`src/common/hdmi_bob_cfg.svh`:
```
`ifndef HDMI_BOB_CFG_SVH
`define HDMI_BOB_CFG_SVH

// ------------------------------
// 720x480 raster timing
// ------------------------------
`define H_ACTIVE 720
`define H_FP 16
`define H_SYNC 62
`define H_BP 60
`define H_TOTAL (`H_ACTIVE + `H_FP + `H_SYNC + `H_BP)

`define V_ACTIVE 480
`define V_FP 9
`define V_SYNC 6
`define V_BP 30
`define V_TOTAL (`V_ACTIVE + `V_FP + `V_SYNC + `V_BP)

// ------------------------------
// line storage
// ------------------------------
`define NUM_BUFS 8
// one slot per buffer, so the FIFO can never overflow
`define DESC_DEPTH `NUM_BUFS

// flops per toggle synchronizer
`define SYNC_STAGES 3

// pix cycles that rel_mask is held after a send
`define REL_HOLD 4

`endif
```
`src/common/video_pkg.sv`:
```
`default_nettype none

package video_pkg;

    // raster position, h wraps at 858 and v at 525
    typedef logic [10:0] h_count_t;
    typedef logic [9:0] v_count_t;

    // 8-bit luma sample
    typedef logic [7:0] pixel_t;

endpackage

`default_nettype wire

```
`src/logic/video_out.sv`:
```
`timescale 1ns/1ps
`default_nettype none

module video_out (
    input  logic              pix_clk,
    input  logic              resetn,
    input  logic              de,
    input  logic              hsync,
    input  logic              vsync,
    input  video_pkg::pixel_t rd_data,
    input  logic              cur_valid,
    output video_pkg::pixel_t pix_y,
    output logic              out_de,
    output logic              out_hsync,
    output logic              out_vsync
);

    // stage 1 lines up with the memory read
    logic de_d;
    logic hsync_d;
    logic vsync_d;

    always_ff @(posedge pix_clk or negedge resetn) begin
        if (!resetn) begin
            de_d      <= 1'b0;
            hsync_d   <= 1'b1;
            vsync_d   <= 1'b1;
            pix_y     <= '0;
            out_de    <= 1'b0;
            out_hsync <= 1'b1;
            out_vsync <= 1'b1;
        end else begin
            de_d      <= de;
            hsync_d   <= hsync;
            vsync_d   <= vsync;
            out_de    <= de_d;
            out_hsync <= hsync_d;
            out_vsync <= vsync_d;
            // black until the first line is on screen
            pix_y     <= (de_d && cur_valid) ? rd_data : '0;
        end
    end

endmodule

`default_nettype wire

```
`config.mk`:
```
export PLATFORM = sky130hd
export DESIGN_NAME = video_out
export DESIGN_NICKNAME = d
export VERILOG_FILES = /design/src/common/hdmi_bob_cfg.svh /design/src/common/video_pkg.sv /design/src/logic/video_out.sv
export SDC_FILE = /design/constraint.sdc
export NUM_CORES = 1
export LEC_CHECK = 0
export BUFFER_PORTS_ARGS = -buffer_cell sky130_fd_sc_hd__clkbuf_2
export CAP_MARGIN = 10
export CORE_AREA = 2 2 39 41
export DETAILED_ROUTE_END_ITERATION = 16
export DIE_AREA = 0 0 41 43
export SYNTH_ARGS = -nofsm -noshare
export SYNTH_HDL_FRONTEND = slang
export SYNTH_SLANG_ARGS = --single-unit
export TNS_END_PERCENT = 5
```
`constraint.sdc`:
```
create_clock -name pix_clk -period 1.1 [get_ports pix_clk]
set_clock_uncertainty 0.1 [all_clocks]
set_input_delay 0.11 -clock pix_clk [delete_from_list [all_inputs] [get_ports pix_clk]]
set_output_delay 0.11 -clock pix_clk [all_outputs]
set_load 0.1 [all_outputs]
```
======== Word level (Yosys, flattened, before mapping) ========
Cells that the tools add are included.
word-level totals
  bits in registers ....................... 14
  output and inout port bits .............. 11
  word-level logic and storage cells ...... 9
  bits of input ports ..................... 14
cells by class
  reduce and logical (&&, ||, !) cells .... 1
  mux-type cells .......................... 1
operators with widths
  cell               count
  $mux 8             1
  $logic_and 1x1->1  1

======== Logic depth before layout (Yosys ltp) ========
Gate-level depths: netlist (run 1).
  word-level depth ........................ 2
  gate-level depth with buffers ........... 1
  gate-level depth less buffers ........... 1

======== Worst setup path before layout (run 1) ========
Ideal clock, no wire load.
  kind .................................... reg2out
  start point ............................. register out_de
  end point ............................... output out_de
  data required time ...................... 0.890 ns
  stages on the path, launching flop included .. 1
  arrival time ............................ 0.883 ns
  path slack .............................. 0.007 ns
  path buffers ............................ 0
  cells stage by stage .................... dfrtp_1
RTL lines
  item                    RTL line         RTL
  from (decl)             video_out.sv:13  output logic out_de,
  from (signal assigned)  video_out.sv:29  out_de <= 1'b0;
  from (signal assigned)  video_out.sv:36  out_de <= de_d;
No word-level cell between the ends.

======== Final worst setup path (run 1) ========
  start point ............................. register out_hsync
  end point ............................... output out_hsync
RTL lines
  item                    RTL line         RTL
  from (decl)             video_out.sv:14  output logic out_hsync,
  from (signal assigned)  video_out.sv:37  out_hsync <= hsync_d;
No word-level cell between the ends.

==> out/metrics.cfg, run 1 <==
[routing]
post_drt_wl_per_cell_um=9.62
ant_nets=0
drt_iter0_drc=6
vias=320
post-route-drc-count=0
vias_per_cell=4.10
wl_met3_um=38
wl_met2_um=427
top_layer_used=met3
wl_met1_um=284
wirelength_um=750
drt-pass1-iter-count=4

[critical_path]
worst_ep_arrival_time_ps=970
critical_path_class=reg2out
start_kind=register
path_buf_inv=1
r2r_start=de_d
path_cells=buf_12
rrSetupSlack_ps=240
max_stage_delay_ps=540
worstPathMaxFanout=1
worstSetupEndpointType=output pin
crit_family=flip-flops
r2r-end=pix_y[5]
cp_data_required_time_ps=890
rr_worst_depth=1
slowest_stage=dfstp_2

[clocking]
htreeDepth=1
clk_latency_ps=260
clockBufferDepth=2
clockRootBuffer=clkbuf_4
cts_tree=yes
cts_sinks=14
cts_resized=0
numCtsBuffers=3
postCtsSetupBuffers=0
cts.clk_slew.worst_paths_ps=70

[logic_synthesis]
syn_area_per_cell_sq_um=18.4
synth_top_area_cell=dfrtp_1
seq_area_frac_synth=0.877
synth-edff-count=0
synthTopCellsByArea=dfrtp_1 (62%), dfstp_2 (26%), and3_1 (12%)
yosysTopAreaCellShare=0.617
synth_fp_nets=36
ys_types=3
synthArstFlopShare=1.00
synth-seq-cells=14
synthCells=22
netlist_area_sq_um=405
synthFlopType=dfrtp_1
synth_warnings=0
synth_common_cells=dfrtp_1 (10), and3_1 (8), dfstp_2 (4)
yosysMostFrequentCell=dfrtp_1

[power_and_ir_drop]
ir_drop_v=0.000816
power.density_nw_per_um2=1300
p_leak_nw=0.433

[global_routing]
grt_overflow=0
antenna_found_initial=0
first_global_vias=271
grt_pass1_wl_mm=1.13
grtUsageTotal=0.0989
grt_start_max_net_pins=15

[placement]
gp_congestion=0.612
portBuffers=24
dp_cells=62
place_area_sq_um=711

[sta]
period_share=1.07
whs_ps=63.5
worst_pin_slew_ps=324
slew_violations=0
fmax_ghz=0.847
setup_ws_ps=-80.5
maxSlewHeadroom=0.784
min_period_ps=1180
hold_viol=0
grt_setup_unrepaired=true
finalSetupViolCount=2
tns_ps=-161

[min_path]
hold_start=cur_valid
whs_endpoint=pix_y[6]
hp-class=in2reg
min_path_cells=2

[cells_and_area]
layout.nets=77
drive_gt1_frac=0.500
finalNonFillerCells=78
antenna_cells=0
area_growth_syn_to_layout_pct=111
fillers=113
fin_area_sq_um=857

[status]
outcome=finished, violations left
violations=setup timing

[floorplanning]
die_y_um=43
die_x_um=41
core_sq_um=1380
rows=14
io_pins=25
dieArea_sq_um=1760
start_util=0.293

[run]
cap_viol_max_count=0

## metal layers
| layer | track usage | vias to the layer above |
|---|---|---|
| li1 | - | 154 |
| met1 | 0.126 | 154 |
| met2 | 0.141 | 12 |
| met3 | 0.0157 | 0 |
| met4 | 0.0800 | 0 |
| met5 | 0 | - |
## stage by stage
step | power, mW | setup slack [ps] | util
after global routing | 1.15 | -105 | 0.619
final | 1.11 | -80.5 | 0.619
after floorplan | 0.694 | 6.75 | -
after detailed placement | 0.812 | 199 | 0.514
after global placement | 0.810 | 201 | 0.514
after CTS | 1.12 | -90.7 | 0.619
## power by group
part           switching (mW)  internal, mW  total, mW
logic                   0.158         0.114      0.272
clock network           0.137         0.140      0.277
registers              0.0181         0.543      0.561
total                   0.313         0.797       1.11
## cell type report
class | count | area, sq um | area share
timing repair buffer | 36 | 405 | 0.473
sequential | 14 | 355 | 0.415
multi-input combinational | 8 | 50.0 | 0.0584
tap | 16 | 20.0 | 0.0234
clock buffer | 4 | 26.3 | 0.0307
## cells by family after synthesis
family / after synthesis / share of synthesized area
flops: 14 / 0.877
simple gates: 8 / 0.123
## flip-flops by register name, summed over array words and instances, names as in the netlist
signal     flops
pix_y          8
out_hsync      1
out_vsync      1
hsync_d        1
vsync_d        1
de_d           1
out_de         1
## worst max path at each step
stage | cells past startpoint | start | to | slack, ps
after global routing | 1 | out_hsync | out_hsync | -100
after global placement | 1 | out_vsync | out_vsync | 200
after floorplan | 0 | out_de | out_de | 7
final | 1 | out_hsync | out_hsync | -80
after CTS | 1 | out_vsync | out_vsync | -90
after detailed placement | 1 | out_vsync | out_vsync | 200
## placed cells by master, fill, tap and decap left out
cell type,Yosys,final
dfstp_2,4,4
clkbuf_4,0,3
dfrtp_1,10,10
dlygate4sd3_1,0,12
and3_1,8,8
clkbuf_2,0,13
buf_12,0,11
clkbuf_1,0,1
## what timing repair did
action / CTS / global route
hold endpoints to repair: 25 / 0
hold buffers: 12 / 0
cloned: 0 / 0
setup endpoints to repair: 2 / 2
pin swaps: 0 / 0
Note: power is estimated with default switching activity, not from simulation.
==> run 2, diff against run 1 <==
CORE_AREA = not set   (was 2 2 39 41)
CORE_MARGIN = 2   (was not set)
CORE_UTILIZATION = 30   (was not set)
DIE_AREA = not set   (was 0 0 41 43)
==> run 2 against run 1 <==
Net effect: the run still ends with setup timing left; final cell count shrank 2.6%; maximum frequency shrank 0.85%; clock power grew 25%; first-iteration DRC count shrank 100%; clock-buffer cell count is the same; sequential power is essentially flat; critical endpoint is now out_vsync; via count grew 1.3%; worst hold slack lost 55 ps; design area shrank 0.15%; global-route usage grew 3.1 points; worst setup slack lost 10 ps.
==> out/metrics.cfg, run 2 (synthesized netlist as in run 1, its figures left out) <==
[status]
outcome=finished, violations left
violations=setup timing

[power_and_ir_drop]
design_power_total_mw=1.18
ir_drop_v=0.000812
p_leak_nw=0.434
power.density_nw_per_um2=1380

[cells_and_area]
layout_commonest_cell=clkbuf_2
area_growth_syn_to_layout_pct=111
layout_common_cells=clkbuf_2 (13), dlygate4sd3_1 (11), buf_12 (11), dfrtp_1 (10), and3_1 (8)
finalNonFillerCells=76
drive_gt1_frac=0.525
final_util=0.666
antenna_cells=0
largest_reg_flops=8
regMostFlops=pix_y
layout.nets=76

[critical_path]
max_stage_delay_ps=550
path_buf_inv=1
slowest_stage=dfstp_2
worst_ep_arrival_time_ps=980
cp_data_required_time_ps=890
rr_worst_depth=1
path_depth=1
crit_family=flip-flops
rrSetupSlack_ps=230
worstPathMaxFanout=1
path_cells=buf_12
critPathCapture=out_vsync
r2r-end=pix_y[3]
start_kind=register
startpoint=out_vsync
critical_path_class=reg2out
r2r_start=de_d
worstSetupEndpointType=output pin

[floorplanning]
core_sq_um=1280
io_pins=25
rows=13
dieArea_sq_um=1660
die_x_um=40.8
die_y_um=40.8
start_util=0.315

[clocking]
cts_sinks=14
clk_latency_ps=270
cts_resized=0
cts.clk_slew.worst_paths_ps=70
postCtsSetupBuffers=0
clockBufferDepth=2
numCtsBuffers=3
clockRootBuffer=clkbuf_4
cts_tree=yes
htreeDepth=1

[placement]
dp_cells=61
gp_congestion=0.539
portBuffers=24
pre_cts_ws_ps=194

[routing]
vias=324
vias_per_cell=4.26
drt_iter0_drc=0
ant_nets=0
post_drt_wl_per_cell_um=10.3
wirelength_um=786
drt-pass1-iter-count=1
post-route-drc-count=0

[global_routing]
grt_pass1_wl_mm=1.26
antenna_found_initial=0
grt_start_max_net_pins=15
grtUsageTotal=0.129
grt_overflow=0
first_global_vias=331

[min_path]
hp-class=in2reg

[sta]
tns_ps=-180
grt_setup_unrepaired=true
slew_violations=0
period_share=1.08
worst_pin_slew_ps=324
min_period_ps=1190
hold_viol=0
maxSlewHeadroom=0.784
fmax_ghz=0.840
setup_ws_ps=-90.6
finalSetupViolCount=2

[run]
cap_viol_max_count=0

==> run 2: cell types whose count changed in the layout (fill, tap and decap cells not counted), sizes merged <==
| cell | delta |
|---|---|
| dlygate4sd3 | -1 |
==> run 2: worst min-delay path by stage <==
stage	endpoint	from	slack (ps)	depth (start not counted)
after floorplan	de_d	resetn	-290	0
after global placement	pix_y[5]	resetn	-90	1
after detailed placement	pix_y[5]	resetn	-80	1
after CTS	pix_y[6]	rd_data[6]	3	2
after global routing	pix_y[6]	rd_data[6]	10	2
final	pix_y[6]	rd_data[6]	9	2
==> run 2: power breakdown <==
| group | leakage [nW] | internal (mW) | switching (mW) |
|---|---|---|---|
| sequential | 0.173 | 0.543 | 0.0181 |
| clock | 0.0210 | 0.201 | 0.146 |
| combinational | 0.240 | 0.112 | 0.158 |
| total | 0.434 | 0.856 | 0.322 |
==> run 2: repair_timing <==
item                                    4_1_cts  5_1_grt
endpoints found under the setup margin        2        2
hold buffers                                 11        0
cloned                                        0        0
hold endpoints to repair                     24        0
==> run 2: metrics by stage <==
stage / cell area (sq um) / hold slack [ps]
finish: 856 / 8.83
global route: 856 / 11.0
detailed placement: 709 / -81.5
CTS: 856 / 3.19
global placement: 709 / -85.4
floorplan: 405 / -286
==> run 2: cell type report <==
cell class	instances	area, sq um
well taps	15	18.8
repair buffers	35	395
fillers	90	429
multi-input cells	8	50.0
clock buffers	4	36.3
flip-flops and latches	14	355
==> run 2: per-layer routing <==
metal,part of all wire,track usage,vias up,wire (um)
li1,-,-,153,-
met1,0.33,0.112,153,261
met2,0.60,0.234,16,468
met3,0.060,0.0489,2,47
met4,0.010,0.100,0,8
met5,0,0,-,0
