`src/common/hdmi_bob_cfg.svh`:
```
`ifndef HDMI_BOB_CFG_SVH
`define HDMI_BOB_CFG_SVH

// ------------------------------
// 720x480 raster timing
// ------------------------------
`define H_ACTIVE 720
`define H_FP 16
`define H_SYNC 62
`define H_BP 60
`define H_TOTAL (`H_ACTIVE + `H_FP + `H_SYNC + `H_BP)

`define V_ACTIVE 480
`define V_FP 9
`define V_SYNC 6
`define V_BP 30
`define V_TOTAL (`V_ACTIVE + `V_FP + `V_SYNC + `V_BP)

// ------------------------------
// line storage
// ------------------------------
`define NUM_BUFS 8
// one slot per buffer, so the FIFO can never overflow
`define DESC_DEPTH `NUM_BUFS

// flops per toggle synchronizer
`define SYNC_STAGES 3

// pix cycles that rel_mask is held after a send
`define REL_HOLD 4

`endif
```
`src/common/video_pkg.sv`:
```
`default_nettype none

package video_pkg;

    // raster position, h wraps at 858 and v at 525
    typedef logic [10:0] h_count_t;
    typedef logic [9:0] v_count_t;

    // 8-bit luma sample
    typedef logic [7:0] pixel_t;

endpackage

`default_nettype wire

```
`src/logic/video_timing.sv`:
```
`timescale 1ns/1ps
`default_nettype none
`include "hdmi_bob_cfg.svh"

module video_timing (
    input  logic                pix_clk,
    input  logic                resetn,
    output video_pkg::h_count_t h_count,
    output video_pkg::v_count_t v_count,
    output logic                de,
    output logic                hsync,
    output logic                vsync
);

    logic h_wrap;
    logic v_wrap;

    assign h_wrap = (h_count == `H_TOTAL - 1);
    assign v_wrap = (v_count == `V_TOTAL - 1);

    // free-running raster counters
    always_ff @(posedge pix_clk or negedge resetn) begin
        if (!resetn) begin
            h_count <= '0;
            v_count <= '0;
        end else begin
            if (h_wrap) begin
                h_count <= '0;
                if (v_wrap) begin
                    v_count <= '0;
                end else begin
                    v_count <= v_count + 1'b1;
                end
            end else begin
                h_count <= h_count + 1'b1;
            end
        end
    end

    assign de = (h_count < `H_ACTIVE) && (v_count < `V_ACTIVE);

    // syncs are active low
    assign hsync = !((h_count >= `H_ACTIVE + `H_FP) &&
                     (h_count < `H_ACTIVE + `H_FP + `H_SYNC));

    assign vsync = !((v_count >= `V_ACTIVE + `V_FP) &&
                     (v_count < `V_ACTIVE + `V_FP + `V_SYNC));

endmodule

`default_nettype wire

```
`config.mk`:
```
export PLATFORM = sky130hd
export DESIGN_NAME = video_timing
export DESIGN_NICKNAME = d
export VERILOG_FILES = /design/src/common/video_pkg.sv /design/src/logic/video_timing.sv
export VERILOG_INCLUDE_DIRS = /design/src /design/src/common
export SDC_FILE = /design/constraint.sdc
export NUM_CORES = 1
export LEC_CHECK = 0
export BUFFER_PORTS_ARGS = -buffer_cell sky130_fd_sc_hd__buf_2
export CAP_MARGIN = 20
export CORE_MARGIN = 4
export CORE_UTILIZATION = 55
export CTS_BUF_LIST = sky130_fd_sc_hd__clkbuf_8
export CTS_CLUSTER_SIZE = 8
export DETAILED_ROUTE_END_ITERATION = 8
export PLACE_DENSITY = 0.79
export SLEW_MARGIN = 40
export SYNTH_ARGS = -nofsm -noshare
export SYNTH_HDL_FRONTEND = slang
export SYNTH_SLANG_ARGS = --single-unit
```
`constraint.sdc`:
```
create_clock -name pix_clk -period 2 [get_ports pix_clk]
set_input_delay 0.6 -clock pix_clk [delete_from_list [all_inputs] [get_ports pix_clk]]
set_output_delay 0.6 -clock pix_clk [all_outputs]
set_load 0.02 [all_outputs]
```
# Word level (Yosys, flattened, before mapping)
# Index checks and enable logic that the tools add are counted.
[word_totals] ram_bits=0 mem_count=0 input_bits=2 word_cells=19 rom_bits=0 latchBits=0 regBits=21 output_inout_bits=24
[classes] shifts=0 div_mod_pow=0 addsub=2 n_reduce_logical=5 muxes=2 order_cmp=6 bitwise=0 multipliers=0 eq_ne=2
[op_table] cell="11-bit by 10-bit < comparator with 1-bit output (second input constant)" n=2
[op_table] cell="10-bit by 9-bit < comparator with 1-bit output (second input constant)" n=2
[op_table] cell="11-bit by 1-bit adder with 11-bit output (second input constant)" n=1
[op_table] cell="11-bit by 10-bit == test with 1-bit output (second input constant)" n=1
[op_table] cell="11-bit by 10-bit greater-or-equal comparator with 1-bit output (second input constant)" n=1
[op_table] cell="11-bit two-way mux" n=1
[op_table] cell="10-bit by 1-bit adder with 10-bit output (second input constant)" n=1
[op_table] cell="10-bit == test (second input constant)" n=1
[op_table] cell="10-bit by 9-bit greater-or-equal comparator with 1-bit output (second input constant)" n=1
[op_table] cell="10-bit two-way mux" n=1
[op_table] cell="1-bit logical AND" n=3
[op_table] cell="1-bit zero test" n=2

# Depth between registers and ports, before layout
# Gate-level depths: netlist of the first run.
[logic_depth] ltp_word=3 depth_mapped=7 ltp_nobuf=6

# Worst setup path after synthesis of the first run
# No wires, ideal clock.
[synth_path] path_kind="reg-to-output" startpoint="reg h_count[5]" endpoint="out de" n_path_buf=1 required_time_ns=1.400 arrival_ns=1.989 path_stages_with_launch=5 setup_slack_ns=-0.589 path_cell_list="dfrtp_1 -> buf_2 -> o211ai_1 -> nand2b_1 -> a2111oi_0"
[synth_between] elab_chain_len=2
[synth_lines] element="start, declared" line_no="video_timing.sv:8" text="output video_pkg::h_count_t h_count,"
[synth_lines] element="start signal, assigned" line_no="video_timing.sv:35" text="h_count <= h_count + 1'b1;"
[synth_lines] element="11-bit by 10-bit < comparator with 1-bit output (no source line)"
[synth_lines] element="1-bit logical AND" line_no="video_timing.sv:40" text="assign de = (h_count < `H_ACTIVE) && (v_count < `V_ACTIVE);"
[synth_lines] element="end, declared" line_no="video_timing.sv:10" text="output logic de,"
# Every way passes these cells.

# Worst setup path after layout of the first run
[layout_path] startpoint="reg v_count[1]" endpoint="out vsync"
[layout_between] elab_chain_len=3 word_cells_on_any_way=4 cone_classes="2 x order compare; 2 x reduce/logical"
[layout_lines] element="start, declared" line_no="video_timing.sv:9" text="output video_pkg::v_count_t v_count,"
[layout_lines] element="start signal, assigned" line_no="video_timing.sv:32" text="v_count <= v_count + 1'b1;"
[layout_lines] element="10-bit by 9-bit greater-or-equal comparator with 1-bit output (no source line) or 10-bit by 9-bit < comparator with 1-bit output (tied branches)"
[layout_lines] element="1-bit logical AND *" line_no="video_timing.sv:46" text="assign vsync = !((v_count >= `V_ACTIVE + `V_FP) &&"
[layout_lines] element="1-bit zero test *" line_no="video_timing.sv:46"
[layout_lines] element="end, declared" line_no="video_timing.sv:12" text="output logic vsync"
# Every way passes the cells marked *; elsewhere a longest branch is shown, timed or not.

==> out/metrics.cfg, run 1 <==
[outcome]
run_status = complete, but fails checks
violations = negative setup slack

[sta]
worst_slack_ns = -0.0522
timing.slew.headroom_pct = 68.7
layout_min_cycle_time_ns = 2.05
hold_viol = 0
rsz0062_at_grt = true
tns_ns = -0.0708
finalSetupViolCount = 2
worst_pin_slew_ns = 0.469
fin_crit_sh_pct = 103
finClkSkew_ns = 0.00101
report.final.slew_viol_count = 0
max_freq_mhz = 487

[global_routing]
grt_pass1_vias = 1135
grt_start_max_net_pins = 22
grt_pass1_wl_um = 4990
antenna_found_initial = 0
global_route.usage.total_pct = 23.6
grt-ovfl-total = 0

[clock_tree]
clk_pin_slew_worst_paths_ns = 0.08
numCtsBuffers = 3
numClockSinks = 21
cts-root-buf = clkbuf_8
insertion_delay_ns = 0.26
htreeDepth = 1
cts_tree = done
hold_buffers = 0
cts_buffer_depth = 2

[yosys]
synthFlopType = dfrtp_1
synthTopCellsByArea = dfrtp_1, ha_1, xnor2_1, nor2_1, and3_1
yosysMostFrequentCell = dfrtp_1
syn_inst = 116
synth_top_area_share_pct = 44.4
post-synth-top-area-cell = dfrtp_1
syn_area_per_cell_um2 = 10.2
ys_seq_area_share_pct = 44.4
synth.distinct_cells = 34
synth_warnings = 0
yosys-top-cells-count = dfrtp_1, nor2_1, and3_1, nand3_1, xnor2_1
synth_fp_nets = 124
async_reset_ff_share_pct = 100
synth_edf_count = 0
synth_area_um2 = 1180
ys_seq_elements = 21

[die]
die_x_um = 54.4
core_area_um2 = 2000
io_pins = 26
start_util_pct = 59.1
die_h_um = 54.4
die-area_um2 = 2960
rows = 16

[drt]
wl_um = 3060
postRouteAntennaNets = 0
first_pass_iters = 4
vias = 1101
vias_per_cell = 5.98
drt_iter0_markers = 29
post_drt_wl_per_cell_um = 16.6
drc = 0

[pwr]
swShare_pct = 20.8
p_leak_nw = 0.748
power.density_nw_per_um2 = 454
p_int_w = 0.000561
ir_drop_v = 0.000445
sequentialPowerShare_pct = 59.9
combPwrFrac_pct = 1.2
p_sw_w = 0.000147
power_w = 0.000708
clkPwrFrac_pct = 38.9

[setup_path]
required_ns = 1.40
worstPathArrival_ns = 1.45
path_class = reg -> out
crit_path_end_kind = output pin
critPathLaunchType = flop
crit_fanout = 5

[placement]
place_area_um2 = 1400
dp_hpwl_um = 1930
gp_congestion = 0.872
port_buffers = 25
pre_cts_ws_ns = 0.160

[finish]
fillers = 137
drive_gt1_share_pct = 40.1
nNetsFinal = 166
fin_area_um2 = 1560
postLayoutCoreUtil_pct = 78.0
area_growth_pct = 32.1
antennaDiodeCount = 0

[hold_path]
hold_path.class = in -> async

[job]
maxCapViolCount = 0

[metal layers]
metal  up-vias  track usage, %  routed length (um)
met5         -               0                   0
met4         0            11.6                  87
met3        11            5.45                 184
met2        44            41.4                1500
met1       551            26.5                1290
li1        495               -                   -
[power groups by stage]
| stage | logic, W | clock network [W] | registers, W |
|---|---|---|---|
| 2_1_floorplan | 0.000000000259 | 0 | 0.000433 |
| 3_3_place_gp | 0.00000919 | 0 | 0.000433 |
| 3_5_place_dp | 0.00000947 | 0 | 0.000433 |
| 4_1_cts | 0.00000940 | 0.000274 | 0.000424 |
| 5_1_grt | 0.0000109 | 0.000298 | 0.000424 |
| 6_report | 0.00000862 | 0.000276 | 0.000424 |
[flip-flops by register name, summed over array words and instances, names as in the netlist]
signal and cells:
h_count 11, v_count 10
[final cells by class]
cell class / count / area (um^2) / area share (%)
multi-input combinational: 88 / 689 / 44.2
sequential: 21 / 529 / 33.9
timing repair buffer: 40 / 246 / 15.8
clock buffer: 3 / 41.3 / 2.64
tap: 27 / 33.8 / 2.16
inverter: 4 / 17.5 / 1.12
clock inverter: 1 / 3.75 / 0.240
[metrics by stage]
stage / hold slack, ns / instances
CTS: 0.307 / 184
global placement: 0.507 / 173
finish: 0.285 / 184
global route: 0.331 / 184
floorplan: 0.304 / 116
detailed placement: 0.521 / 173
[what timing repair did]
item / in CTS / in global routing
resized for setup: 17 / 3
setup endpoints to repair: 3 / 3
buffers inserted: 7 / 0
pin swaps: 4 / 0
[logic make-up after synthesis]
group,after synthesis,share of synthesized area (%)
AOI/OAI and AO/OA,11,6.35
xor gates and xnor gates,11,8.15
adders and majority gates,6,6.35
buffers and inverters,7,3.07
DFF,21,44.4
muxes,5,4.55
and+or+nand+nor,55,27.1
[placed cells by master (no fill, tap or decap), types with 2 or more instances in the layout]
cell	n
o21ai_0	2
clkbuf_8	3
mux2_2	3
dfrtp_2	3
nor2_2	2
and4_1	2
nand3b_1	2
inv_1	3
and3_1	7
buf_4	16
ha_1	3
nand4_1	6
buf_2	23
o21a_1	2
o21ai_1	2
xnor2_1	7
mux2i_1	2
xor2_1	4
ha_4	3
nand3_1	7
nor2_1	13
nand2_1	5
dfrtp_1	18
[path summary, 6_finish.rpt]
kind	from	endpoint	slack (ns)	cells after the start
max	v_count[1]$_DFFE_PN0N_	vsync	-0.05	6
min	resetn	h_count[9]$_DFF_PN0_	0.29	1
max reg2reg	h_count[1]$_DFF_PN0_	v_count[4]$_DFFE_PN0N_	0.23	6
min reg2reg	h_count[0]$_DFF_PN0_	h_count[0]$_DFF_PN0_	0.55	1
max in group asynchronous	resetn	v_count[0]$_DFFE_PN0N_	1.36	1
min in group pix_clk	h_count[0]$_DFF_PN0_	h_count[0]$_DFF_PN0_	0.55	1
[worst max-delay path: stages, from the launching register on]
cell	delay, ns
dfrtp_2	0.48
inv_4	0.11
ha_4	0.13
nor2_2	0.04
a22oi_2	0.17
nand3_1	0.12
buf_6	0.15
No activity file was read; power rests on OpenSTA's default activity.
==> run 2: changes to the inputs <==
Settings changed: BUFFER_PORTS_ARGS -buffer_cell sky130_fd_sc_hd__buf_2 to unset, CORE_UTILIZATION 55 to 57, DONT_BUFFER_PORTS set to 1, PLACE_DENSITY 0.79 to unset, PLACE_DENSITY_LB_ADDON set to 0.1, REMOVE_ABC_BUFFERS set to 1.
==> out/metrics.cfg, run 2 (synthesized netlist as in run 1, its figures left out) <==
[pwr]
p_sw_w = 0.000138
sequentialPowerShare_pct = 60.5
power.density_nw_per_um2 = 475
swShare_pct = 19.7
combPwrFrac_pct = 0
ir_drop_v = 0.000393
p_int_w = 0.000563
clkPwrFrac_pct = 39.5
p_leak_nw = 0.672

[placement]
gp_congestion = 0.801
dp_hpwl_um = 1970
port_buffers = 0
pre_cts_ws_ns = 0.149
dp_cells = 162

[setup_path]
critPathBufInv = 1
crit_chain = o211ai_1 > nand2b_1 > a2111oi_2 > buf_4
cp.depth = 4
critPathLaunchType = flop
crit_path_end_kind = output pin
worstPathArrival_ns = 1.41
r2r_cells = 7
required_ns = 1.40
slowest_stage = dfrtp_1
critPathTopFamily = compound AO/OA/AOI/OAI gates
path_class = reg -> out
crit_fanout = 2
cp_slowest_stage_delay_ns = 0.38

[outcome]
run_status = complete, but fails checks
violations = negative setup slack

[finish]
largestRegisters = h_count (11), v_count (10)
antennaDiodeCount = 0
final_cell_mix = buf_4, dfrtp_1, nor2_1
fillers = 148
drive_gt1_share_pct = 32.4
largest_register_ffs = 11
final_common_cell = buf_4
nNetsFinal = 151
stdcell_count = 169
area_growth_pct = 24.8
regMostFlops = h_count

[clock_tree]
cts-root-buf = clkbuf_8
hold_buffers = 0
htreeDepth = 1
cts_buffer_depth = 2
insertion_delay_ns = 0.26
clk_pin_slew_worst_paths_ns = 0.08
numCtsBuffers = 3
cts_tree = done
numClockSinks = 21

[drt]
drc = 0
first_pass_iters = 4
postRouteAntennaNets = 0
drt_iter0_markers = 23
wl_um = 2700
vias = 983
post_drt_wl_per_cell_um = 16.0
vias_per_cell = 5.82

[global_routing]
grt-ovfl-total = 0
antenna_found_initial = 0
global_route.usage.total_pct = 21.6
grt_start_max_net_pins = 22
grt_pass1_vias = 979
grt_pass1_wl_um = 4520

[sta]
layout_min_cycle_time_ns = 2.01
max_freq_mhz = 498
hold_viol = 0
fin_crit_sh_pct = 100
report.final.slew_viol_count = 0
timing.slew.headroom_pct = 74.7
worst_slack_ns = -0.00882
rsz0062_at_grt = true
finalSetupViolCount = 1
worst_pin_slew_ns = 0.380
finClkSkew_ns = 0.00538

[die]
die_h_um = 53.5
rows = 16
core_area_um2 = 1960
die_x_um = 53.5
io_pins = 26
start_util_pct = 60.3
die-area_um2 = 2870

[hold_path]
hold_path.class = in -> async

[job]
maxCapViolCount = 0

[run 2: changes by cell type in the layout (fill, tap and decap cells not counted), moves of 2 or more]
| cell | before | now |
|---|---|---|
| ha_1 | 3 | 5 |
| buf_4 | 16 | 24 |
| nor2_2 | 2 | 0 |
| buf_2 | 23 | 0 |
| ha_4 | 3 | 1 |
[run 2: final cells by class]
| class | count | area [um^2] | share of cell area, % |
|---|---|---|---|
| multi-input cells | 88 | 659 | 44.7 |
| flip-flops and latches | 21 | 529 | 35.9 |
| repair buffers | 25 | 191 | 13.0 |
| clock buffers | 3 | 41.3 | 2.80 |
| well taps | 27 | 33.8 | 2.29 |
| inverters | 4 | 15.0 | 1.02 |
| clock inverters | 1 | 5.00 | 0.339 |
[run 2: layer usage]
layer	vias up	track usage (%)	part of all wire (%)
li1	468	-	-
met2	32	35.3	48
met3	2	4.99	5.7
met4	0	6.81	0.37
met1	481	28.4	46
met5	-	0	0
[run 2: repair_timing]
item / in CTS / in global routing
endpoints found under the setup margin: 3 / 3
setup buffers: 2 / 1
gates resized for setup: 7 / 8
pin swaps: 4 / 2
gates cloned: 0 / 0
[run 2: final timing paths]
check / slack (ns) / to / from
max reg2reg: 0.24 / v_count[7]$_DFFE_PN0N_ / h_count[1]$_DFF_PN0_
min reg2reg: 0.56 / h_count[1]$_DFF_PN0_ / h_count[0]$_DFF_PN0_
min in group pix_clk: 0.56 / h_count[1]$_DFF_PN0_ / h_count[0]$_DFF_PN0_
max: -0.009 / de / h_count[4]$_DFF_PN0_
min: 0.03 / v_count[0]$_DFFE_PN0N_ / resetn
max in group asynchronous: 1.89 / h_count[7]$_DFF_PN0_ / resetn
[run 2: power by group through the flow]
stage | combinational [W] | sequential (W) | clock [W]
finish | 0.000000000373 | 0.000424 | 0.000277
global route | 0.000000000373 | 0.000424 | 0.000296
CTS | 0.000000000365 | 0.000424 | 0.000283
detailed placement | 0.000000000355 | 0.000433 | 0
global placement | 0.000000000355 | 0.000433 | 0
floorplan | 0.000000000240 | 0.000433 | 0
[run 2: stage by stage]
step	hold WS, ns	power, W	setup TNS (ns)	cell area [um^2]	util, %
after floorplan	0.304	0.000433	-0.514	1160	-
after global placement	0.305	0.000433	0	1360	69.4
after detailed placement	0.305	0.000433	0	1360	69.4
after CTS	0.0215	0.000707	-0.0501	1440	73.5
after global routing	0.0148	0.000720	-0.184	1480	75.2
final	0.0269	0.000701	-0.00882	1480	75.2
