--- src/common/hdmi_bob_cfg.svh ---
`ifndef HDMI_BOB_CFG_SVH
`define HDMI_BOB_CFG_SVH

// ------------------------------
// 720x480 raster timing
// ------------------------------
`define H_ACTIVE 720
`define H_FP 16
`define H_SYNC 62
`define H_BP 60
`define H_TOTAL (`H_ACTIVE + `H_FP + `H_SYNC + `H_BP)

`define V_ACTIVE 480
`define V_FP 9
`define V_SYNC 6
`define V_BP 30
`define V_TOTAL (`V_ACTIVE + `V_FP + `V_SYNC + `V_BP)

// ------------------------------
// line storage
// ------------------------------
`define NUM_BUFS 8
// one slot per buffer, so the FIFO can never overflow
`define DESC_DEPTH `NUM_BUFS

// flops per toggle synchronizer
`define SYNC_STAGES 3

// pix cycles that rel_mask is held after a send
`define REL_HOLD 4

`endif
--- src/common/line_pkg.sv ---
`default_nettype none

package line_pkg;

    // index of one of the eight line buffers
    typedef logic [2:0] buf_idx_t;

    // one bit per buffer
    typedef logic [7:0] buf_mask_t;

    // pixel address inside a line buffer
    typedef logic [9:0] line_addr_t;

    // descriptor FIFO fill level, 0 to 8
    typedef logic [3:0] desc_count_t;

endpackage

`default_nettype wire

--- src/common/video_pkg.sv ---
`default_nettype none

package video_pkg;

    // raster position, h wraps at 858 and v at 525
    typedef logic [10:0] h_count_t;
    typedef logic [9:0] v_count_t;

    // 8-bit luma sample
    typedef logic [7:0] pixel_t;

endpackage

`default_nettype wire

--- src/capture/line_capture.sv ---
`timescale 1ns/1ps
`default_nettype none
`include "hdmi_bob_cfg.svh"

module line_capture (
    input  logic                   cam_pclk,
    input  logic                   resetn,
    input  logic                   cam_line_valid,
    input  logic                   cam_y_valid,
    input  video_pkg::pixel_t      cam_y,
    input  line_pkg::buf_mask_t    rel_mask,
    input  logic                   rel_toggle,
    output logic                   wr_en,
    output line_pkg::buf_idx_t     wr_buf,
    output line_pkg::line_addr_t   wr_addr,
    output video_pkg::pixel_t      wr_data,
    output line_pkg::buf_idx_t     desc_buf,
    output logic                   desc_toggle
);

    logic                     line_valid_d;
    logic                     dropped;
    line_pkg::buf_mask_t      free_map;
    line_pkg::buf_mask_t      claim_mask;
    line_pkg::buf_mask_t      rel_set;
    line_pkg::buf_idx_t       alloc_idx;
    line_pkg::buf_idx_t       line_buf;
    line_pkg::line_addr_t     addr;
    logic                     line_start;
    logic                     line_end;
    logic                     claim;
    logic                     keep;
    logic [`SYNC_STAGES-1:0]  rel_sync;
    logic                     rel_new;

    assign line_start = cam_line_valid && !line_valid_d;
    assign line_end   = !cam_line_valid && line_valid_d;

    // lowest free buffer wins
    always_comb begin
        alloc_idx = '0;
        for (int i = `NUM_BUFS - 1; i >= 0; i--) begin
            if (free_map[i]) begin
                alloc_idx = line_pkg::buf_idx_t'(i);
            end
        end
    end

    assign claim      = line_start && (free_map != '0);
    assign claim_mask = claim ? (line_pkg::buf_mask_t'(1) << alloc_idx) : '0;

    // ------------------------------
    // write port
    // ------------------------------
    // the first cycle of a line already writes to the new buffer
    assign keep    = line_start ? claim : !dropped;
    assign wr_buf  = line_start ? alloc_idx : line_buf;
    assign wr_addr = line_start ? '0 : addr;
    assign wr_en   = cam_line_valid && cam_y_valid && keep && (wr_addr < `H_ACTIVE);
    assign wr_data = cam_y;

    // release toggle from the display side
    // rel_mask is held long enough to be read without its own flops
    assign rel_new = rel_sync[`SYNC_STAGES-1] ^ rel_sync[`SYNC_STAGES-2];
    assign rel_set = rel_new ? rel_mask : '0;

    always_ff @(posedge cam_pclk or negedge resetn) begin
        if (!resetn) begin
            line_valid_d <= 1'b0;
            dropped      <= 1'b0;
            free_map     <= '1;
            line_buf     <= '0;
            addr         <= '0;
            rel_sync     <= '0;
            desc_buf     <= '0;
            desc_toggle  <= 1'b0;
        end else begin
            line_valid_d <= cam_line_valid;
            rel_sync     <= {rel_sync[`SYNC_STAGES-2:0], rel_toggle};
            free_map     <= (free_map | rel_set) & ~claim_mask;

            if (line_start) begin
                line_buf <= alloc_idx;
                dropped  <= !claim;
            end

            if (wr_en) begin
                addr <= wr_addr + 1'b1;
            end else if (line_start) begin
                addr <= '0;
            end

            // descriptor for a kept line
            if (line_end && !dropped) begin
                desc_buf    <= line_buf;
                desc_toggle <= ~desc_toggle;
            end
        end
    end

    // buffer under write stays claimed until its line is done
    a_claim_free: assert property (@(posedge cam_pclk) disable iff (!resetn)
        wr_en && !line_start |-> !free_map[wr_buf]);

    // display only releases buffers the camera side gave away
    a_rel_owned: assert property (@(posedge cam_pclk) disable iff (!resetn)
        rel_new |-> (rel_mask & free_map) == '0);

endmodule

`default_nettype wire

--- config.mk ---
export PLATFORM = sky130hd
export DESIGN_NAME = line_capture
export DESIGN_NICKNAME = d
export VERILOG_FILES = /design/src/common/line_pkg.sv /design/src/common/video_pkg.sv /design/src/capture/line_capture.sv
export VERILOG_INCLUDE_DIRS = /design/src /design/src/common
export SDC_FILE = /design/constraint.sdc
export NUM_CORES = 1
export LEC_CHECK = 0
export ABC_AREA = 1
export BUFFER_PORTS_ARGS = -buffer_cell sky130_fd_sc_hd__buf_2
export CAP_MARGIN = 20
export CORE_ASPECT_RATIO = 1.4
export CORE_UTILIZATION = 52
export CTS_CLUSTER_SIZE = 24
export DETAILED_ROUTE_END_ITERATION = 10
export PLACE_DENSITY = 0.79
export SLEW_MARGIN = 15
export SYNTH_ARGS = -nofsm -noshare
export SYNTH_HDL_FRONTEND = slang
export SYNTH_SLANG_ARGS = --single-unit
export TNS_END_PERCENT = 10
--- constraint.sdc ---
create_clock -name cam_pclk -period 1.9 [get_ports cam_pclk]
set_input_delay 0.19 -clock cam_pclk [delete_from_list [all_inputs] [get_ports cam_pclk]]
set_output_delay 0.19 -clock cam_pclk [all_outputs]
set_load 0.01 [all_outputs]
== Yosys cells after proc, flatten, opt, wreduce, memory -nomap -nowiden ==
Index checks and enable logic that the tools add are counted.

* Flip-flop bits (word level): 30
* Bits in latches: 0
* RAM bits: 0
* Bits in read-only memories: 0
* Output and inout port bits: 26
* Word-level logic and storage cells: 42
* Memories kept: 0

* Add/sub/neg operators: 1
* Multipliers: 0
* Div/mod/pow operators: 0
* Magnitude comparators: 1
* Equal/unequal tests: 0
* Shifts and indexed selects: 1
* Muxes and demuxes: 14
* Bitwise gates (word level): 5
* Reduce and logical (&&, ||, !) cells: 12

{| class="wikitable"
|+ Operators with widths
! kind !! count
|-
| $mux W3 || 9
|-
| $mux W10 || 2
|-
| $mux W8 || 2
|-
| $add A10 B1 Y10 const B || 1
|-
| $lt A10 B10 Y1 const B || 1
|-
| $and A8 B8 Y8 || 1
|-
| $not A8 Y8 || 1
|-
| $or A8 B8 Y8 || 1
|-
| $reduce_bool A8 Y1 || 1
|-
| $shl A1 B3 Y8 const A || 1
|-
| $logic_and A1 B1 Y1 || 7
|-
| $logic_not A1 Y1 || 4
|-
| $mux W1 || 1
|-
| $not A1 Y1 || 1
|-
| $xor A1 B1 Y1 || 1
|}

== Logic depth before layout (Yosys ltp) ==
Gate-level depths: netlist of the first run.

* Depth in word-level cells: 12
* Gate-level depth with buffers: 11

== Least setup slack after synthesis of the first run ==
OpenSTA, ideal clock, no wires.

* Path type: register to register
* From: reg line_valid_d
* To: reg addr[6]
* Library setup time: 118 ps
* Arrival: 1,470 ps
* Required time: 1,782 ps
* Slack: 312 ps
* Cell stages (with the launch flop): 10
* Path buffers: 0
* Clock period less this slack: 1,588 ps
* Cell sequence: dfrtp_1 nor2_4 nor2_1 ha_1 nand2_1 nor2_2 nand2_1 xor2_1 nand2_1 o21ai_2

* Elaborated cells between the ends (all ways): 10

{| class="wikitable"
|+ RTL lines
! element !! line !! RTL
|-
| start: declaration || line_capture.sv:21 || <nowiki>logic line_valid_d;</nowiki>
|-
| start signal: assignment || line_capture.sv:78 || <nowiki>line_valid_d <= cam_line_valid;</nowiki>
|-
| $logic_not A1 Y1 (*) || line_capture.sv:36 || <nowiki>assign line_start = cam_line_valid && !line_valid_d;</nowiki>
|-
| $logic_and A1 B1 Y1 (*) || line_capture.sv:36 ||
|-
| $mux W10 (*) || n/a ||
|-
| net wr_addr[0] || line_capture.sv:15 || <nowiki>output line_pkg::line_addr_t wr_addr,</nowiki>
|-
| $lt A10 B10 Y1 (no source line) || n/a ||
|-
| $logic_and A1 B1 Y1 || line_capture.sv:59 || <nowiki>assign wr_en = cam_line_valid && cam_y_valid && keep && (wr_addr < `H_ACTIVE);</nowiki>
|-
| $mux W10 (*) || line_capture.sv:87 || <nowiki>if (wr_en) begin</nowiki>
|-
| end signal: assignment || line_capture.sv:88 || <nowiki>addr <= wr_addr + 1'b1;</nowiki>
|-
| end: declaration || line_capture.sv:28 || <nowiki>line_pkg::line_addr_t addr;</nowiki>
|}

Mark *: on every way through the listed nets, which the timed path passes. The rest lies on a longest branch.
A chain may end at the register's enable or synchronous reset.

== Final worst setup path of the first run ==
* From: reg line_valid_d
* To: out wr_en

* Word-level cells in the longest chain between the ends: 6
* Elaborated cells between the ends (all ways): 8

{| class="wikitable"
|+ RTL lines
! element !! line !! RTL
|-
| $logic_not A1 Y1 (*) || line_capture.sv:36 ||
|-
| $logic_and A1 B1 Y1 (*) || line_capture.sv:36 ||
|-
| branches (longest 3 deep; another with $lt A10 B10 Y1) || n/a ||
|-
| $logic_and A1 B1 Y1 (*) || line_capture.sv:59 ||
|-
| end: declaration || line_capture.sv:13 || <nowiki>output logic wr_en,</nowiki>
|}

Mark *: on every way between the ends.

==> metrics, run 1 <==
Final Hold Vio Count 0; vias in the first global route around 1400; average wire per standard cell between 10 and 15 µm; R2R depth 11; CTS root buffer clkbuf_8; Flop pwr share between 40% and 50%; initial antenna violation count 0; die span in x 50.54 µm; post-route DRC violation count 0; post-synthesis adder-cell area fraction 0.7294%; I/O Buffers 30; most common library cell in the layout ignoring fill and taps nand2_1; clock skew 5.375 ps; critical path launch point type register; largest family of logic cells by synthesized area simple AND/OR/NAND/NOR gates; hold crit path type in -> reg; Worst R2R Setup Slack about 180 ps; setup slack after layout approximately 94 ps; Least-Margin Pin Slew around 660 ps; final setup vio count 0; syn_area_per_cell between 7 and 8 µm²; Final period util between 90% and 100%; Total GRT Usage a little over a fifth; Critical Path AT around 1600 ps; # clock sinks 30; r2r startpoint line_valid_d; TritonCTS buffer count 5; synthesis warning total 0; most used cell, CP nand2_1; Int Power around 1100 µW; hpwl dp 2383 µm; Clock Latency Late Sink about 280 ps; hold slack about 100 ps; top achievable clock speed 0.5538 GHz; flops & latches, synth 30; power per standard cell area 825.2 mW/mm²; min Tclk post-route 1806 ps; max_cap viols 0; switching power total between 400 and 500 µW; initial DRC count 35; WHS Path Cells 1; Overall Power between 1500 and 2000 µW; Unique masters post-synth 28; total congestion overflow 0; I/O Pins 47; ratio of cells with drive above 1 in the final layout approximately 28%; RSZ-0062 raised after global routing yes; fill cell count about 300; Initial Utilization a little over half; Simple-Gate Fraction of Synth Area approximately 27%; clock-pin slew on the worst setup and hold paths approximately 60 ps; die height around 70 µm; critical path cell sequence inv_2 -> nand2_4 -> nand2_1 -> nand2_1 -> nand3_1 -> nand2_2 -> nor2_8 -> buf_2; Setup Slack @ Placement between 100 and 150 ps; VDD IR max 575.9 µV; drt total wl around 3300 µm; outcome complete, no violations; Critical Path End Type primary output; Crit path largest cell delay around 420 ps; power share of the combinational group between 20% and 30%; critical path depth 8; CTS tree built; Clk pwr share between 20% and 30%; worst endpoint required time around 1700 ps; Row Count 24; post-synthesis sequential area ratio 44.35%; Post-Synth XOR/XNOR Area under 10%; ANT cells 0; most frequent cells in the layout 60 x nand2_1, 45 x inv_1, 30 x buf_2, 22 x dfrtp_1, 17 x nor2_1; Vias per Instance between 4 and 5; Worst Path Buf+Inv 2; Clock Path Buffers 2; Mapped Cells roughly 220; synthesized area 0.001715 mm²; switching share of power 30.50%; worst r2r dst addr[3]; P&R area growth vs syn 14.88%; routed vias ~1400; Core ar. ~0.0031 mm²; Max Slew Vio Count 0; Crit Path Class reg -> out; Detail Route Antenna Nets 0; full die area about 0.0035 mm²; multiplexer area fraction after synthesis 1.313%; Crit-path slowest cell dfrtp_1; first-pass GRT wire length around 5600 µm; Crit path max-delay family simple AND/OR/NAND/NOR gates; post-synthesis compound-gate area fraction 8.023%; crit path max fanout 13; final-stage net count about 270; syn nets 241; H-tree Lvls 2; final core utilization 63.10%; slew margin rel. between 50% and 60%; Hold EP line_valid_d; Hold Path Origin cam_line_valid; gpl congestion ~0.8; drt pass-1 iters 4; P_leak 0.001120 µW; largest net degree at the start of global routing 31
==> area by class of cell <==
| class | instances | area (µm²) | share of cell area (%) |
|---|---|---|---|
| clock inverter | 2 | 10.01 | 0.5079 |
| inverter | 47 | 176.4 | 8.952 |
| clock buffer | 6 | 72.57 | 3.683 |
| sequential | 30 | 760.7 | 38.60 |
| multi-input combinational | 132 | 705.7 | 35.81 |
| timing repair buffer | 35 | 196.4 | 9.968 |
| tap | 39 | 48.80 | 2.476 |
==> per-layer routing <==
metal,share of wire (%),global-route usage [%]
met1,40,23.14
met2,53,36.74
met3,4.3,6.754
met4,2.3,9.568
met5,0,0
==> worst reg2reg max path: cells and delay by family, from the launching register on <==
family	cells	cell delay, ps
simple gates	8	780
flops	1	420
buf+inv	3	400
==> how the worst max path moves through the flow <==
stage,startpoint,end
6_report,line_valid_d,wr_en
5_1_grt,line_valid_d,wr_en
4_1_cts,line_valid_d,wr_en
3_5_place_dp,line_valid_d,addr[3]
3_3_place_gp,line_valid_d,wr_en
2_1_floorplan,line_valid_d,addr[6]
==> sequential cells by signal, indices dropped and copies added, names as in the netlist <==
| name | count |
|---|---|
| desc_buf | 3 |
| free_map | 8 |
| dropped | 1 |
| line_buf | 3 |
| desc_toggle | 1 |
| addr | 10 |
| line_valid_d | 1 |
| rel_sync | 3 |
==> cells in the mapped netlist <==
| library cell | number | area share, % |
|---|---|---|
| nand3_2 | 1 | 0.58 |
| o21bai_1 | 1 | 0.44 |
| nand2_1 | 60 | 13 |
| nor3_1 | 1 | 0.29 |
| buf_4 | 8 | 3.5 |
| a21oi_1 | 1 | 0.29 |
| xnor2_1 | 3 | 1.5 |
| nor2_2 | 4 | 1.5 |
| ha_1 | 1 | 0.73 |
| buf_6 | 1 | 0.66 |
| nor2_1 | 17 | 3.7 |
| nor2_4 | 1 | 0.66 |
| nand4_1 | 3 | 1.1 |
| buf_8 | 1 | 0.88 |
| nor2_8 | 1 | 1.2 |
| dfrtp_1 | 22 | 32 |
| mux2_2 | 2 | 1.3 |
| a21boi_0 | 1 | 0.44 |
| inv_2 | 2 | 0.44 |
| nand2_4 | 1 | 0.66 |
| dfstp_2 | 8 | 12 |
| nand2_2 | 3 | 1.1 |
| nand3_1 | 8 | 2.3 |
| xor2_1 | 3 | 1.5 |
| inv_1 | 45 | 9.8 |
| o21ai_2 | 6 | 3.1 |
| o21ai_0 | 13 | 3.8 |
| nand3_4 | 1 | 1.0 |
==> logic make-up after synthesis <==
logic type,after synthesis
XOR/XNOR,6
multiplexers,2
adder cells (fa/ha/maj),1
AND/OR/NAND/NOR,101
buffers and inverters,57
AO/OA/AOI/OAI,22
flip-flops,30
==> through the flow <==
stage	area, µm²	TNS (ps)	std cells
5_1_grt	1971	-50.24	291
2_1_floorplan	1715	0	219
4_1_cts	1943	0	290
3_5_place_dp	1843	0	280
6_report	1971	0	291
3_3_place_gp	1843	0	280
==> power groups by stage <==
stage / combinational [µW] / sequential (µW) / clock, µW
2_1_floorplan: 229 / 808 / 0
3_3_place_gp: 329 / 799 / 0
6_report: 351 / 789 / 486
4_1_cts: 346 / 790 / 500
5_1_grt: 399 / 799 / 528
3_5_place_dp: 341 / 801 / 0
==> what timing repair did <==
action / 4_1_cts / 5_1_grt
buffers inserted: 1 / 0
hold buffers: 1 / 1
gates resized for setup: 1 / 5
endpoints found under the hold margin: 22 / 1
pin swaps: 1 / 0
endpoints found under the setup margin: 2 / 8
Power figures use the tool's default switching activity.
==> run 2: changes to the inputs <==
ABC_AREA = 0   (was 1)
CORE_UTILIZATION = 50   (was 52)
==> run 2 against run 1 <==
  * Routed wire length down 10%
  * Area after synthesis down 13%
  * Cell area decreased by 8.5%
  * Die area is 9.5% lower
  * Register-to-register slack lost 170 ps
  * Utilization up 0.18 points
  * The flow now finishes with violations (setup timing)
  * Hold slack lost 2.0 ps
  * Critical endpoint unchanged
==> metrics, run 2 <==
P_leak 0.0008991 µW (-20%); Simple-Gate Fraction of Synth Area 17.83% (-9.4 points); Area after DPL 0.001650 mm² (-10%); total congestion overflow 0 (unchanged); multiplexer area fraction after synthesis 3.280% (+2.0 points); TritonCTS buffer count 5 (unchanged); hold slack 97.97 ps (-2.047 ps); Clock Path Buffers 2 (unchanged); largest net degree at the start of global routing 31 (unchanged); CTS root buffer clkbuf_8; final-stage net count 193 (-29%); Final Hold Vio Count 0 (unchanged); final core utilization 63.29% (+0.18 points); critical path launch point type register; post-synthesis async set-or-reset flop share 100.0% (unchanged); Max Slew Vio Count 0 (unchanged); ratio of cells with drive above 1 in the final layout 40.70% (+13 points); top-area cell type share of the netlist area 37.01% (+4.9 points); H-tree Lvls 2 (unchanged); Worst Path Buf+Inv 1 (-1); critical path cell sequence or4_4 -> o41ai_4 -> a311oi_4 -> buf_2; Critical Path End Type primary output; initial antenna violation count 0 (unchanged); slew margin rel. 56.36% (+0.57 points); Crit path max-delay family simple AND/OR/NAND/NOR gates; Crit Path Class reg -> out; die height 66.54 µm (-4.9%); cell with the most instances after synthesis dfrtp_1; Row Count 23 (-4.2%); worst endpoint required time 1710 ps (about the same); Unique masters post-synth 39 (+39%); syn nets 156 (-35%); ANT cells 0 (unchanged); final setup vio count 3 (+3); Final period util 103.2% (+8.1 points); die span in x 48.10 µm (-4.8%); post-synthesis adder-cell area fraction 0.8410% (+0.11 points); Core ar. 0.002849 mm² (-8.8%); # clock sinks 30 (unchanged); most frequent cells in the layout 30 x buf_2, 22 x dfrtp_1, 14 x nand2_1; Critical Path AT 1770 ps (+150 ps); I/O Pins 47 (unchanged); Mapped Cells 134 (-39%); vias in the first global route 1124 (-17%); clock skew 6.426 ps (+1.051 ps); Crit path largest cell delay 560 ps (+140 ps); post-route DRC violation count 0 (unchanged); hold crit path type in -> reg; Clock Latency Late Sink 280 ps (about the same); synthesized area 0.001488 mm² (-13%); fin cells 209 (-28%); top flop regs addr (10), free_map (8); prevailing post-synth register cell dfrtp_1; setup slack after layout -60.59 ps (-154.8 ps); Crit-path slowest cell or4_4; max_cap viols 0 (unchanged); post-synthesis sequential area ratio 51.14% (+6.8 points); Total GRT Usage 21.75% (+0.47 points); I/O Buffers 30 (unchanged); Initial Utilization 52.22% (-2.7 points); Synth area leaders dfrtp_1 37%, dfstp_2 14%, xnor2_1 4.1%; synthesis warning total 0 (unchanged); synth cell count leaders 22 x dfrtp_1, 14 x nand2_1, 10 x a21oi_1, 9 x and2_1; routed vias 1107 (-21%); CTS tree built; syn_area_per_cell 11.10 µm² (+42%); post-synthesis compound-gate area fraction 14.72% (+6.7 points); most common library cell in the layout ignoring fill and taps buf_2; register with the most flip-flops addr; area leader, netlist dfrtp_1; Post-synth EDFFs 0 (unchanged); gpl congestion 0.8986 (+13%); Vias per Instance 5.297 (+9.9%); full die area 0.003201 mm² (-9.5%); drt pass-1 iters 4 (unchanged); power per standard cell area 973.8 mW/mm² (+18%); largest family of logic cells by synthesized area simple AND/OR/NAND/NOR gates; first-pass GRT wire length 4788 µm (-15%); average wire per standard cell 14.06 µm (+25%); post-route cell area 0.001803 mm² (-8.5%); Detail Route Antenna Nets 0 (unchanged); max reg flops 10 (unchanged); flops & latches, synth 30 (unchanged); Post-Synth XOR/XNOR Area 5.887% (+2.8 points); Final TNS setup -98.25 ps (-98.25 ps); outcome finished with violations; crit path max fanout 5 (-8); clock-pin slew on the worst setup and hold paths 60 ps (about the same); initial DRC count 20 (-43%); failing checks setup timing; hpwl dp 2105 µm (-12%); top achievable clock speed 0.5101 GHz (-7.9%); VDD IR max 610.0 µV (+5.9%); placed instance count 196 (-30%); Least-Margin Pin Slew 654.6 ps (-8.476 ps); drt total wl 2938 µm (-10%); min Tclk post-route 1961 ps (+154.8 ps); P&R area growth vs syn 21.19%; fill cell count 240 (-19%); RSZ-0062 raised after global routing yes
==> run 2: area by class of cell <==
class | count | area (µm²) | area share (%)
tap | 37 | 46.29 | 2.568
sequential | 30 | 760.7 | 42.19
timing repair buffer | 41 | 237.7 | 13.19
clock inverter | 1 | 5.005 | 0.2776
clock buffer | 7 | 86.33 | 4.788
inverter | 4 | 15.01 | 0.8328
multi-input combinational | 89 | 651.9 | 36.16
==> run 2: through the flow <==
step / power (µW) / setup slack [ps]
final: 1756 / -60.59
after global routing: 1862 / -136.9
after CTS: 1759 / -140.0
after detailed placement: 1221 / 54.96
after global placement: 1194 / 106.0
after floorplan: 1081 / 79.99
==> run 2: timing repair <==
item	in CTS	in global routing
resized for setup	3	3
endpoints found under the setup margin	4	7
buffers inserted	0	3
pin swaps	1	1
hold buffers	1	1
endpoints found under the hold margin	22	1
==> run 2: power breakdown <==
group	total [µW]	leakage, µW	switching, µW	internal (µW)
Sequential	826	0.000373	63.8	762
Clock	522	0.0000482	231	291
Combinational	408	0.000478	221	187
Total	1760	0.000899	515	1240
==> run 2: cells by family (layout without fill, tap and decap cells) <==
logic type / count (synthesis) / count (layout)
compound gates: 28 / 28
xor+xnor: 10 / 10
fa+ha+maj: 1 / 1
buf+inv: 15 / 53
flops: 30 / 30
mux: 4 / 4
simple gates: 46 / 46
==> run 2: path summary, 6_finish.rpt <==
kind | start | to | slack (ps) | cells after the start
worst max-delay path | free_map[4] | wr_en | -60 | 4
worst min-delay path | cam_line_valid | line_valid_d | 100 | 1
worst max register to register | free_map[4] | addr[1] | 10 | 5
worst min register to register | rel_sync[0] | rel_sync[1] | 350 | 0
max in group asynchronous | resetn | desc_toggle | 1000 | 2
min in group asynchronous | resetn | desc_buf[2] | 470 | 2
==> run 2: worst reg2reg max path: cells and delay by family, from the launching register on <==
family | cells | cell delay, ps
and+or+nand+nor | 1 | 560
DFF | 1 | 380
AOI/OAI and AO/OA | 2 | 380
muxes | 1 | 290
buffers and inverters | 1 | 180
==> run 2: per-layer routing <==
metal | vias up | routed length (µm) | track usage (%)
met5 | - | 0 | 0
met4 | 0 | 42 | 10.76
met3 | 6 | 125 | 6.775
met2 | 35 | 1580 | 35.64
met1 | 539 | 1190 | 24.30
li1 | 527 | - | -
